**src/cpu_pkg.sv**
```systemverilog
`default_nettype none

package cpu_pkg;

    localparam int XLEN = 32;

    typedef logic [XLEN-1:0] word_t;
    typedef logic [4:0]      reg_addr_t;

    // major opcodes, bits [6:0]
    localparam logic [6:0] OPC_LUI    = 7'b0110111;
    localparam logic [6:0] OPC_JAL    = 7'b1101111;
    localparam logic [6:0] OPC_JALR   = 7'b1100111;
    localparam logic [6:0] OPC_BRANCH = 7'b1100011;
    localparam logic [6:0] OPC_LOAD   = 7'b0000011;
    localparam logic [6:0] OPC_STORE  = 7'b0100011;
    localparam logic [6:0] OPC_OP_IMM = 7'b0010011;
    localparam logic [6:0] OPC_OP     = 7'b0110011;

    typedef enum logic [3:0] {
        ADD,
        SUB,
        SLL,
        SLT,
        SLTU,
        XOR,
        SRL,
        SRA,
        OR,
        AND
    } alu_op_e;

    typedef enum logic [2:0] {
        CLS_ALU,
        CLS_LUI,
        CLS_JAL,
        CLS_JALR,
        CLS_BRANCH,
        CLS_LOAD,
        CLS_STORE,
        CLS_ILLEGAL
    } inst_class_e;

endpackage

`default_nettype wire

```
**src/reg_file.sv**
```systemverilog
`timescale 1ns/10ps
`default_nettype none

module reg_file (
    input  wire                     clk,
    input  wire                     native_rstn,
    input  wire                     we,
    input  wire cpu_pkg::reg_addr_t waddr,
    input  wire cpu_pkg::word_t     wdata,
    input  wire cpu_pkg::reg_addr_t raddr1,
    input  wire cpu_pkg::reg_addr_t raddr2,
    output cpu_pkg::word_t          rdata1,
    output cpu_pkg::word_t          rdata2
);
    import cpu_pkg::*;

    // x0 has no storage
    word_t regs [1:31];

    always_ff @(posedge clk) begin
        if (!native_rstn) begin
            for (int i = 1; i < 32; i++) begin
                regs[i] <= '0;
            end
        end else if (we && waddr != '0) begin
            regs[waddr] <= wdata;
        end
    end

    assign rdata1 = (raddr1 == '0) ? '0 : regs[raddr1];
    assign rdata2 = (raddr2 == '0) ? '0 : regs[raddr2];

endmodule

`default_nettype wire

```
**src/decoder.sv**
```systemverilog
`timescale 1ns/10ps
`default_nettype none

module decoder (
    input  wire cpu_pkg::word_t   instr,
    output cpu_pkg::inst_class_e  cls,
    output cpu_pkg::reg_addr_t    rs1,
    output cpu_pkg::reg_addr_t    rs2,
    output cpu_pkg::reg_addr_t    rd,
    output cpu_pkg::word_t        imm,
    output cpu_pkg::alu_op_e      alu_op,
    output logic                  use_imm,
    output logic [2:0]            funct3
);
    import cpu_pkg::*;

    logic [6:0] opc;
    logic       alt;

    function automatic alu_op_e op_from_funct(input logic [2:0] f3, input logic f7b5);
        case (f3)
            3'b000:  return f7b5 ? SUB : ADD;
            3'b001:  return SLL;
            3'b010:  return SLT;
            3'b011:  return SLTU;
            3'b100:  return XOR;
            3'b101:  return f7b5 ? SRA : SRL;
            3'b110:  return OR;
            default: return AND;
        endcase
    endfunction

    assign opc    = instr[6:0];
    assign rs1    = instr[19:15];
    assign rs2    = instr[24:20];
    assign rd     = instr[11:7];
    assign funct3 = instr[14:12];

    // addi has no sub form, only shifts look at bit 30 for OP_IMM
    assign alt = instr[30] && (opc == OPC_OP || instr[14:12] == 3'b101);

    always_comb begin
        cls     = CLS_ILLEGAL;
        imm     = '0;
        use_imm = 1'b0;
        alu_op  = ADD;
        case (opc)
            OPC_LUI: begin
                cls = CLS_LUI;
                imm = {instr[31:12], 12'b0};
            end
            OPC_JAL: begin
                cls = CLS_JAL;
                imm = {{11{instr[31]}}, instr[31], instr[19:12], instr[20], instr[30:21], 1'b0};
            end
            OPC_JALR: begin
                cls     = CLS_JALR;
                imm     = {{20{instr[31]}}, instr[31:20]};
                use_imm = 1'b1;
            end
            OPC_BRANCH: begin
                cls = CLS_BRANCH;
                imm = {{19{instr[31]}}, instr[31], instr[7], instr[30:25], instr[11:8], 1'b0};
            end
            OPC_LOAD: begin
                cls     = CLS_LOAD;
                imm     = {{20{instr[31]}}, instr[31:20]};
                use_imm = 1'b1;
            end
            OPC_STORE: begin
                cls     = CLS_STORE;
                imm     = {{20{instr[31]}}, instr[31:25], instr[11:7]};
                use_imm = 1'b1;
            end
            OPC_OP_IMM: begin
                cls     = CLS_ALU;
                imm     = {{20{instr[31]}}, instr[31:20]};
                use_imm = 1'b1;
                alu_op  = op_from_funct(instr[14:12], alt);
            end
            OPC_OP: begin
                cls    = CLS_ALU;
                alu_op = op_from_funct(instr[14:12], alt);
            end
            default: ;
        endcase
    end

endmodule

`default_nettype wire

```
**src/alu.sv**
```systemverilog
`timescale 1ns/10ps
`default_nettype none

module alu (
    input  wire cpu_pkg::alu_op_e op,
    input  wire cpu_pkg::word_t   a,
    input  wire cpu_pkg::word_t   b,
    input  wire [2:0]             funct3,
    output cpu_pkg::word_t        result,
    output logic                  branch_taken
);
    import cpu_pkg::*;

    logic [4:0] shamt;

    assign shamt = b[4:0];

    always_comb begin
        case (op)
            ADD:     result = a + b;
            SUB:     result = a - b;
            SLL:     result = a << shamt;
            SLT:     result = word_t'($signed(a) < $signed(b));
            SLTU:    result = word_t'(a < b);
            XOR:     result = a ^ b;
            SRL:     result = a >> shamt;
            SRA:     result = word_t'($signed(a) >>> shamt);
            OR:      result = a | b;
            AND:     result = a & b;
            default: result = '0;
        endcase
    end

    // branch compare, funct3 as in the B-type encoding
    always_comb begin
        case (funct3)
            3'b000:  branch_taken = (a == b);
            3'b001:  branch_taken = (a != b);
            3'b100:  branch_taken = ($signed(a) < $signed(b));
            3'b101:  branch_taken = ($signed(a) >= $signed(b));
            3'b110:  branch_taken = (a < b);
            3'b111:  branch_taken = (a >= b);
            default: branch_taken = 1'b0;
        endcase
    end

endmodule

`default_nettype wire

```
**src/fetch_unit.sv**
```systemverilog
`timescale 1ns/10ps
`default_nettype none

module fetch_unit #(
    parameter int MEM_AW = 10
) (
    input  wire                 clk,
    input  wire                 native_rstn,
    input  wire                 fetch_req,
    output logic                fetch_ack,
    input  wire cpu_pkg::word_t pc,
    output cpu_pkg::word_t      instr,
    output logic                if_req,
    input  wire                 if_ack,
    output logic [MEM_AW-1:0]   if_addr,
    input  wire cpu_pkg::word_t arb_rdata
);

    logic start;
    logic done;

    // both handshakes must be back to zero before a new fetch
    assign start = fetch_req && !fetch_ack && !if_req && !if_ack;
    assign done  = if_req && if_ack;

    always_ff @(posedge clk) begin
        if (!native_rstn) begin
            if_req    <= 1'b0;
            fetch_ack <= 1'b0;
        end else begin
            if (start) begin
                if_req <= 1'b1;
            end
            if (done) begin
                if_req    <= 1'b0;
                fetch_ack <= 1'b1;
            end
            if (fetch_ack && !fetch_req) begin
                fetch_ack <= 1'b0;
            end
        end
    end

    always_ff @(posedge clk) begin
        if (start) begin
            if_addr <= pc[MEM_AW+1:2];
        end
        if (done) begin
            instr <= arb_rdata;
        end
    end

endmodule

`default_nettype wire

```
**src/load_store_unit.sv**
```systemverilog
`timescale 1ns/10ps
`default_nettype none

module load_store_unit #(
    parameter int MEM_AW = 10
) (
    input  wire                 clk,
    input  wire                 native_rstn,
    input  wire                 ls_req,
    output logic                ls_ack,
    input  wire                 ls_we,
    input  wire cpu_pkg::word_t ls_addr,
    input  wire cpu_pkg::word_t ls_wdata,
    output cpu_pkg::word_t      ls_rdata,
    output logic                dm_req,
    input  wire                 dm_ack,
    output logic                dm_we,
    output logic [MEM_AW-1:0]   dm_addr,
    output cpu_pkg::word_t      dm_wdata,
    input  wire cpu_pkg::word_t arb_rdata
);

    logic start;
    logic done;

    assign start = ls_req && !ls_ack && !dm_req && !dm_ack;
    assign done  = dm_req && dm_ack;

    always_ff @(posedge clk) begin
        if (!native_rstn) begin
            dm_req <= 1'b0;
            ls_ack <= 1'b0;
        end else begin
            if (start) begin
                dm_req <= 1'b1;
            end
            if (done) begin
                dm_req <= 1'b0;
                ls_ack <= 1'b1;
            end
            if (ls_ack && !ls_req) begin
                ls_ack <= 1'b0;
            end
        end
    end

    // byte address to word address
    always_ff @(posedge clk) begin
        if (start) begin
            dm_we    <= ls_we;
            dm_addr  <= ls_addr[MEM_AW+1:2];
            dm_wdata <= ls_wdata;
        end
        if (done && !dm_we) begin
            ls_rdata <= arb_rdata;
        end
    end

endmodule

`default_nettype wire

```
**src/mem_arbiter.sv**
```systemverilog
`timescale 1ns/10ps
`default_nettype none

module mem_arbiter #(
    parameter int MEM_AW = 10
) (
    input  wire                 clk,
    input  wire                 native_rstn,
    input  wire                 if_req,
    output logic                if_ack,
    input  wire [MEM_AW-1:0]    if_addr,
    input  wire                 dm_req,
    output logic                dm_ack,
    input  wire                 dm_we,
    input  wire [MEM_AW-1:0]    dm_addr,
    input  wire cpu_pkg::word_t dm_wdata,
    output cpu_pkg::word_t      arb_rdata,
    output logic [MEM_AW-1:0]   mem_addr,
    output cpu_pkg::word_t      mem_wdata,
    output logic                mem_we,
    output logic                mem_re,
    input  wire cpu_pkg::word_t mem_rdata
);

    typedef enum logic [1:0] {ARB_IDLE, ARB_STROBE, ARB_READ, ARB_ACK} arb_state_e;

    arb_state_e state;
    logic       gnt_dm;

    always_ff @(posedge clk) begin
        if (!native_rstn) begin
            state  <= ARB_IDLE;
            gnt_dm <= 1'b0;
            mem_we <= 1'b0;
            mem_re <= 1'b0;
            if_ack <= 1'b0;
            dm_ack <= 1'b0;
        end else begin
            // strobes last one cycle
            mem_we <= 1'b0;
            mem_re <= 1'b0;
            case (state)
                ARB_IDLE: begin
                    if (dm_req) begin
                        gnt_dm <= 1'b1;
                        mem_we <= dm_we;
                        mem_re <= !dm_we;
                        state  <= ARB_STROBE;
                    end else if (if_req) begin
                        gnt_dm <= 1'b0;
                        mem_re <= 1'b1;
                        state  <= ARB_STROBE;
                    end
                end
                ARB_STROBE: begin
                    if (mem_we) begin
                        dm_ack <= 1'b1;
                        state  <= ARB_ACK;
                    end else begin
                        state <= ARB_READ;
                    end
                end
                ARB_READ: begin
                    dm_ack <= gnt_dm;
                    if_ack <= !gnt_dm;
                    state  <= ARB_ACK;
                end
                ARB_ACK: begin
                    if (gnt_dm ? !dm_req : !if_req) begin
                        dm_ack <= 1'b0;
                        if_ack <= 1'b0;
                        state  <= ARB_IDLE;
                    end
                end
                default: state <= ARB_IDLE;
            endcase
        end
    end

    always_ff @(posedge clk) begin
        if (state == ARB_IDLE) begin
            mem_addr  <= dm_req ? dm_addr : if_addr;
            mem_wdata <= dm_wdata;
        end
        // read data arrives one cycle after the strobe
        if (state == ARB_READ) begin
            arb_rdata <= mem_rdata;
        end
    end

endmodule

`default_nettype wire

```
**src/cpu_top.sv**
```systemverilog
`timescale 1ns/10ps
`default_nettype none

module cpu_top #(
    parameter int MEM_AW = 10
) (
    input  wire                 clk,
    input  wire                 native_rstn,
    output logic [MEM_AW-1:0]   mem_addr,
    output cpu_pkg::word_t      mem_wdata,
    output logic                mem_we,
    output logic                mem_re,
    input  wire cpu_pkg::word_t mem_rdata,
    output logic                halted
);
    import cpu_pkg::*;

    typedef enum logic [2:0] {
        S_FETCH,
        S_FETCH_WAIT,
        S_DECODE,
        S_EXECUTE,
        S_MEM_WAIT,
        S_WRITE,
        S_HALT
    } state_e;

    state_e      state;
    word_t       pc;
    word_t       pc_plus4;
    word_t       next_pc;
    word_t       a_q;
    word_t       b_q;
    word_t       wb_data;
    logic        wb_en;

    logic        fetch_req;
    logic        fetch_ack;
    word_t       instr;
    logic        ls_req;
    logic        ls_ack;
    logic        ls_we;
    word_t       ls_addr;
    word_t       ls_wdata;
    word_t       ls_rdata;

    logic              if_req;
    logic              if_ack;
    logic [MEM_AW-1:0] if_addr;
    logic              dm_req;
    logic              dm_ack;
    logic              dm_we;
    logic [MEM_AW-1:0] dm_addr;
    word_t             dm_wdata;
    word_t             arb_rdata;

    inst_class_e cls;
    reg_addr_t   rs1;
    reg_addr_t   rs2;
    reg_addr_t   rd;
    word_t       imm;
    alu_op_e     alu_op;
    logic        use_imm;
    logic [2:0]  funct3;
    word_t       rdata1;
    word_t       rdata2;
    word_t       alu_result;
    logic        branch_taken;

    assign pc_plus4 = pc + word_t'(4);

    reg_file u_reg_file (
        .clk(clk), .native_rstn(native_rstn),
        .we(state == S_WRITE && wb_en), .waddr(rd), .wdata(wb_data),
        .raddr1(rs1), .raddr2(rs2), .rdata1(rdata1), .rdata2(rdata2)
    );

    // decodes the word held by the fetch unit
    decoder u_decoder (
        .instr(instr), .cls(cls), .rs1(rs1), .rs2(rs2), .rd(rd), .imm(imm),
        .alu_op(alu_op), .use_imm(use_imm), .funct3(funct3)
    );

    alu u_alu (
        .op(alu_op), .a(a_q), .b(b_q), .funct3(funct3),
        .result(alu_result), .branch_taken(branch_taken)
    );

    fetch_unit #(.MEM_AW(MEM_AW)) u_fetch (
        .clk(clk), .native_rstn(native_rstn),
        .fetch_req(fetch_req), .fetch_ack(fetch_ack), .pc(pc), .instr(instr),
        .if_req(if_req), .if_ack(if_ack), .if_addr(if_addr), .arb_rdata(arb_rdata)
    );

    load_store_unit #(.MEM_AW(MEM_AW)) u_lsu (
        .clk(clk), .native_rstn(native_rstn),
        .ls_req(ls_req), .ls_ack(ls_ack), .ls_we(ls_we), .ls_addr(ls_addr),
        .ls_wdata(ls_wdata), .ls_rdata(ls_rdata),
        .dm_req(dm_req), .dm_ack(dm_ack), .dm_we(dm_we), .dm_addr(dm_addr),
        .dm_wdata(dm_wdata), .arb_rdata(arb_rdata)
    );

    mem_arbiter #(.MEM_AW(MEM_AW)) u_arb (
        .clk(clk), .native_rstn(native_rstn),
        .if_req(if_req), .if_ack(if_ack), .if_addr(if_addr),
        .dm_req(dm_req), .dm_ack(dm_ack), .dm_we(dm_we), .dm_addr(dm_addr),
        .dm_wdata(dm_wdata), .arb_rdata(arb_rdata),
        .mem_addr(mem_addr), .mem_wdata(mem_wdata), .mem_we(mem_we), .mem_re(mem_re),
        .mem_rdata(mem_rdata)
    );

    // sequencer
    always_ff @(posedge clk) begin
        if (!native_rstn) begin
            state     <= S_FETCH;
            pc        <= '0;
            fetch_req <= 1'b0;
            ls_req    <= 1'b0;
            halted    <= 1'b0;
        end else begin
            case (state)
                S_FETCH: begin
                    if (!fetch_ack) begin
                        fetch_req <= 1'b1;
                        state     <= S_FETCH_WAIT;
                    end
                end
                S_FETCH_WAIT: begin
                    if (fetch_ack) begin
                        fetch_req <= 1'b0;
                        state     <= S_DECODE;
                    end
                end
                S_DECODE: begin
                    if (cls == CLS_ILLEGAL) begin
                        halted <= 1'b1;
                        state  <= S_HALT;
                    end else begin
                        state <= S_EXECUTE;
                    end
                end
                S_EXECUTE: begin
                    if (cls == CLS_LOAD || cls == CLS_STORE) begin
                        if (!ls_ack) begin
                            ls_req <= 1'b1;
                            state  <= S_MEM_WAIT;
                        end
                    end else begin
                        state <= S_WRITE;
                    end
                end
                S_MEM_WAIT: begin
                    if (ls_ack) begin
                        ls_req <= 1'b0;
                        state  <= S_WRITE;
                    end
                end
                S_WRITE: begin
                    pc    <= {next_pc[XLEN-1:2], 2'b00};
                    state <= S_FETCH;
                end
                default: ;
            endcase
        end
    end

    // operands, results and the memory request payload
    always_ff @(posedge clk) begin
        case (state)
            S_DECODE: begin
                a_q <= rdata1;
                b_q <= use_imm ? imm : rdata2;
            end
            S_EXECUTE: begin
                next_pc  <= pc_plus4;
                wb_en    <= 1'b1;
                wb_data  <= alu_result;
                ls_we    <= (cls == CLS_STORE);
                ls_addr  <= alu_result;
                ls_wdata <= rdata2;
                case (cls)
                    CLS_LUI: wb_data <= imm;
                    CLS_JAL: begin
                        wb_data <= pc_plus4;
                        next_pc <= pc + imm;
                    end
                    CLS_JALR: begin
                        wb_data <= pc_plus4;
                        next_pc <= {alu_result[XLEN-1:1], 1'b0};
                    end
                    CLS_BRANCH: begin
                        wb_en <= 1'b0;
                        if (branch_taken) begin
                            next_pc <= pc + imm;
                        end
                    end
                    CLS_STORE: wb_en <= 1'b0;
                    default: ;
                endcase
            end
            S_MEM_WAIT: begin
                if (ls_ack) begin
                    wb_data <= ls_rdata;
                end
            end
            default: ;
        endcase
    end

endmodule

`default_nettype wire

```
**config.mk**
```make
export PLATFORM = sky130hd
export DESIGN_NAME = cpu_top
export DESIGN_NICKNAME = d
export VERILOG_FILES = /design/src/cpu_pkg.sv /design/src/reg_file.sv /design/src/decoder.sv /design/src/alu.sv /design/src/fetch_unit.sv /design/src/load_store_unit.sv /design/src/mem_arbiter.sv /design/src/cpu_top.sv
export SDC_FILE = /design/constraint.sdc
export NUM_CORES = 2
export LEC_CHECK = 0
export BUFFER_PORTS_ARGS = -buffer_cell sky130_fd_sc_hd__clkbuf_2
export CORE_AREA = 2 2 406 408
export DETAILED_ROUTE_END_ITERATION = 12
export DIE_AREA = 0 0 408 410
export PLACE_DENSITY_LB_ADDON = 0.3
export SETUP_SLACK_MARGIN = 0.15
export SYNTH_ARGS = -nofsm -noshare
export SYNTH_HDL_FRONTEND = slang
export SYNTH_SLANG_ARGS = --single-unit
export TNS_END_PERCENT = 5
```
**constraint.sdc**
```tcl
create_clock -name clk -period 8.2 [get_ports clk]
set_input_delay 1.64 -clock clk [delete_from_list [all_inputs] [get_ports clk]]
set_output_delay 1.64 -clock clk [all_outputs]
set_load 0.01 [all_outputs]
```
-- Yosys cells after proc, flatten, opt, wreduce, memory -nomap -nowiden
Memories as Yosys holds them, arrays and structs flattened. A register that Yosys moved wholly into a read port is not among the register bits.
Cells that the tools add are included.
- memory bits (writable): 992
- output and inout port bits: 45
- memories: 1
- logic and storage cells: 211
- register bits: 380
- bits in latches: 0
- ROM bits: 0
- input bits: 34
- memories (memory ; words ; width ; rd ports ; clocked after Yosys merged registers in ; write ports ; RTL line ; text):
    u_reg_file.regs ; 31 ; 32 ; 2 ; 2 ; 31 ; reg_file.sv:18 ; word_t regs [1:31];
- bitwise operators: 4
- order comparisons: 4
- multiply operators: 0
- reductions and logical operators: 60
- equality and inequality tests: 50
- divide/modulo/power cells: 0
- shift-type cells: 3
- muxes and demuxes: 54
- $add $sub $neg: 4
- operators by type and width (operator ; count):
    $pmux W32 S10 ; 1
    $mux W32 ; 5
    $pmux W32 S5 ; 1
    $pmux W32 S2 ; 2
    $pmux W32 S3 ; 1
    $add A32 B32 Y32 ; 2
    $ge A32 B32 Y1 ; 2
    $lt A32 B32 Y1 ; 2
    $add A32 B3 Y32 const B ; 1
    $and A32 B32 Y32 ; 1
    $eq A32 B32 Y1 ; 1
    $ne A32 B32 Y1 ; 1
    $or A32 B32 Y32 ; 1
    $reduce_or A32 Y1 ; 1
    $shl A32 B5 Y32 ; 1
    $shr A32 B5 Y32 ; 1
    $sshr A32 B5 Y32 ; 1
    $sub A32 B32 Y32 ; 1
    $xor A32 B32 Y32 ; 1
    $eq A3 B3 Y1 const B ; 10
    $pmux W4 S7 ; 1
    $mux W1 ; 22
    $eq A7 B6 Y1 const B ; 3
    $eq A7 B7 Y1 const B ; 3
    other kinds (43) ; 113

-- Depth between registers and ports, before layout
- depth in word-level cells: 10
- mapped depth: 22
- mapped depth without buffers: 19

-- Cells and area by module
Synthesis repeated with hierarchy kept, for this count alone.
- cell total of the unflattened synthesis: 6172
- area, all modules: 81210.4 um2
- by module, submodules not included (module ; seq. area each (um2) ; cells an instance ; area each (um2) ; times used):
    reg_file ; 30749.5 ; 3505 ; 54163.2 ; 1
    cpu_top ; 6486.2 ; 1000 ; 11205.7 ; 1
    alu ; 0.0 ; 1275 ; 8509.4 ; 1
    mem_arbiter ; 2362.3 ; 129 ; 2737.6 ; 1
    load_store_unit ; 2292.2 ; 87 ; 2364.8 ; 1
    fetch_unit ; 1301.2 ; 53 ; 1368.8 ; 1
    decoder ; 0.0 ; 123 ; 860.8 ; 1

-- Worst setup path before layout
Ideal clock, no wire load.
- path type: reg-to-reg
- start point: register state[1]
- end point: register a_q[0] (read register of u_reg_file.regs) (enable)
- setup time: 580 ps
- period minus slack after synthesis: 5987 ps
- stages on the path, launching flop included: 3
- buffers on the path: 1
- data arrival time: 5407 ps
- data required time: 7620 ps
- slack: 2213 ps
- cell sequence: dfxtp_1 clkbuf_1 nor3b_1
- longest elaborated chain between the ends: 1
- ends and longest elaborated chain (element ; RTL line ; text):
    from (decl) ; cpu_top.sv:28 ; state_e state;
    from (signal assigned) ; cpu_top.sv:115 ; state <= S_FETCH;
    from (signal assigned) ; cpu_top.sv:125 ; state <= S_FETCH_WAIT;
    from (signal assigned) ; cpu_top.sv:131 ; state <= S_DECODE;
    $eq A3 B2 Y1 ; cpu_top.sv:169 ; case (state)
    to (decl) ; cpu_top.sv:32 ; word_t a_q;
Every way passes these cells.
A chain may end at the register's enable or synchronous reset.

-- Final worst setup path
- start point: register u_fetch.instr[4]
- end point: register next_pc[30] (data pin)
- longest elaborated chain between the ends: 9
- elaborated cells between the ends (all ways): 35
- classes of those cells: add/sub: 1; eq/ne: 20; mux: 9; reduce/logical: 5
- ends and longest elaborated chain (element ; RTL line ; text):
    from (decl) ; fetch_unit.sv:12 ; output cpu_pkg::word_t instr,
    from (signal assigned) ; fetch_unit.sv:49 ; instr <= arb_rdata;
    parallel branches: the longest is 8 deep, another holds $add A32 B32 Y32 ; -- ;
    $pmux W32 S3 (*) ; cpu_top.sv:181 ; case (cls)
    to (signal assigned) ; cpu_top.sv:185 ; next_pc <= pc + imm;
    to (signal assigned) ; cpu_top.sv:189 ; next_pc <= {alu_result[XLEN-1:1], 1'b0};
    to (signal assigned) ; cpu_top.sv:194 ; next_pc <= pc + imm;
    to (decl) ; cpu_top.sv:31 ; word_t next_pc;
Every way passes the cells marked *.

==> summary.txt <==
first-pass GRT wire length: 395000 um
Final Critical Period: 6.17 ns
Inserted Clock Buffers: 156
largest family of logic cells by synthesized area: multiplexers
Clock Sinks: 1437
core outline area: 163000 um2
drt wl/cell: 34.2 um
Worst-Margin Slew: 1.48 ns
Post-CTS Setup Inserts: 0
CTS tree: yes
main flop type after synthesis: edfxtp_1
clock transition at the registers of the reported paths: 0.07 ns
MaxCap Viol Count: 0
Final Util: 54.5%
Post-synth ARST share: 0%
slack of the critical path: 2.03 ns
ANT nets after route: 0
worst path arrival time: 6.74 ns
Starting Density: 49.5%
xor/xnor share of the synthesized area: 0.628%
vias per cell: 6.76
row count: 149
# H-tree levels: 4
area of the multi-input gates: 36500 um2
status: finished clean
layout cells sized above 1: 22.5%
syn avg cell area: 13.7 um2
Worst Path Max Fanout: 17
Skew-Pair Late Insertion Delay: 0.85 ns
die area: 167000 um2
Max Slew Vio Count: 0
final hold vios: 0
Post-CTS Hold Buffers: 0
register area share after synthesis: 52.7%
Setup CP Type: flop to flop
post-synthesis mux area share: 21.5%
area share of the largest cell type after synthesis: 51.4%
DR vias: 54970
Max clock buf depth: 3
Cell Area, Synth: 80900 um2
peak supply drop: 0.268 mV
Min-Delay Path Class: flop to flop
Post-route DRC: 0
crit share post-route: 75.2%
fin nets: 5979
# IOs: 79
CP endpoint kind: flop
Initial DRC Count: 8112
RSZ-0062 raised after global routing: no
startpoint types: flop
Leakage Power: 31.6 nW
maximum clock rate: 162 MHz
post_cts resized: 0
Post-Synthesis Cells: 5907
most frequent cells in the layout: edfxtp_1, and2_1, mux4_2
die width: 408 um
Post-Synth Adder-Cell Area: 2.10%
Synth cell types: 94
WP data required: 8.77 ns
simple-gate share of the synthesized area: 13.0%
drt total wl: 278000 um
aggregate global routing overflow: 0
setup TNS: 0 ns
PwrDens: 250 nW/um2
number of synthesized flops with an enable pin: 1385
pre-CTS setup slack: 2.31 ns
DP Cell Count: 7840
fillers: 13176
slew margin rel.: 1.61%
chip height: 410 um
Pwr Total: 22.3 mW
Final Instance Count excl. Fillers: 8135
routability cong.: 1.02
Area growth, synth to finish: 10.0%
Yosys warning count: 0
All-Layer GR Usage: 33.2%
Post-DP HPWL: 176000 um
Compound-Gate Fraction of Synth Area: 6.85%
initial antenna violation count: 20
synth top area cells: edfxtp_1, mux4_2, and2_1
sequential cell area: 42600 um2
number of global-route vias before repair: 54195
IO Port Bufs: 78
Synth area leader: edfxtp_1
first-pass detailed-route iteration total: 9
Worst Skew: 0.0533 ns
largest net degree at the start of global routing: 138
Seq cells post-synth: 1437
CTS root buffer: clkbuf_16
Final Setup Violations: 0
most common cell after layout, fill and taps aside: edfxtp_1
-- critical path: stages (launching register included) --
cell and delay, ns:
edfxtp_1 0.45, nand2b_1 0.21, nor2_1 0.14, and3_1 0.63, nand2b_1 0.68, o21ai_1 0.59
o21a_1 0.45, a21o_1 0.18, ha_1 0.23, a21boi_0 0.23, o21ai_0 0.17, o21ai_0 0.57
a2111oi_0 0.25, nor3_1 0.51, mux2i_1 0.26, a22oi_1 0.09, a211o_1 0.25
-- cells in the mapped netlist (9+ instances only) --
| cell | n |
|---|---|
| edfxtp_1 | 1385 |
| and2_1 | 1007 |
| mux4_2 | 705 |
| clkbuf_1 | 404 |
| nor2_1 | 297 |
| nand2_1 | 291 |
| a21oi_1 | 226 |
| o21ai_0 | 164 |
| ha_1 | 131 |
| inv_1 | 128 |
| mux2i_1 | 87 |
| buf_1 | 79 |
| nor3_1 | 62 |
| nand3_1 | 60 |
| mux2_2 | 59 |
| nand2b_1 | 55 |
| dfxtp_1 | 52 |
| a21o_1 | 47 |
| a21boi_0 | 39 |
| xnor2_1 | 35 |
| buf_2 | 33 |
| a211oi_1 | 32 |
| nor2b_1 | 32 |
| o211ai_1 | 31 |
| a221oi_1 | 30 |
| o21a_1 | 28 |
| o221ai_1 | 27 |
| a31oi_1 | 25 |
| xor2_1 | 23 |
| nand4_1 | 20 |
| nor4_1 | 19 |
| o31ai_1 | 18 |
| o21bai_1 | 17 |
| a22oi_1 | 16 |
| and3_1 | 16 |
| a221o_1 | 15 |
| o22ai_1 | 13 |
| or3_1 | 13 |
| or4_1 | 12 |
| a211o_1 | 11 |
| o21ai_1 | 9 |
-- power breakdown --
part | switching [mW] | internal [mW]
registers | 0.614 | 8.75
clock network | 3.08 | 3.83
logic | 3.85 | 2.17
-- worst paths after layout --
check	slack [ns]	end	depth (start not counted)	from
setup / recovery	2.03	next_pc[30]	16	u_fetch.instr[4]
hold / removal	0.41	u_arb.mem_wdata[0]	0	u_lsu.dm_wdata[0]
setup reg to reg	2.03	next_pc[30]	16	u_fetch.instr[4]
hold reg to reg	0.41	u_arb.mem_wdata[0]	0	u_lsu.dm_wdata[0]
-- metal layers --
metal,track usage (%),vias up,routed length [um]
met1,42.8,28153,100000
li1,-,22430,-
met3,6.61,787,28900
met2,53.3,3590,132000
met5,0,-,74
met4,17.6,10,17000
-- state kept, by name, summed over array words and instances (netlist names), 2 cells and up, named ones only --
name and flops:
a_q 32, b_q 32, ls_addr 10, ls_wdata 32
next_pc 30, pc 30, state 3, u_arb.arb_rdata 32
u_arb.mem_addr 10, u_arb.mem_wdata 32, u_arb.state 2, u_fetch.if_addr 10
u_fetch.instr 32, u_lsu.dm_addr 10, u_lsu.dm_wdata 32, u_lsu.ls_rdata 32
u_reg_file.regs 1024, wb_data 32
-- stage by stage --
stage / hold WS [ns] / instance area, um2
2_1_floorplan: 0.400 / 81100
3_3_place_gp: 0.403 / 84100
3_5_place_dp: 0.405 / 84100
4_1_cts: 0.414 / 89000
5_1_grt: 0.416 / 89100
6_report: 0.413 / 89100
-- area by class of cell --
class / instances / area share (%)
repair buffers: 242 / 1.92
flip-flops and latches: 1437 / 47.9
diodes: 9 / 0.0253
multi-input cells: 3841 / 41.0
well taps: 2189 / 3.07
clock inverters: 91 / 1.00
clock buffers: 193 / 4.54
inverters: 133 / 0.562
-- kinds of logic (layout without fill, tap and decap cells) --
group                      count (synthesis)  count (layout)
AOI/OAI and AO/OA                        837             837
xor gates and xnor gates                  58              58
adders and majority gates                134             134
buffers and inverters                    660             659
DFF                                     1437            1437
muxes                                    852             852
other                                      1              41
and+or+nand+nor                         1928            1928
Power figures use the tool's default switching activity.
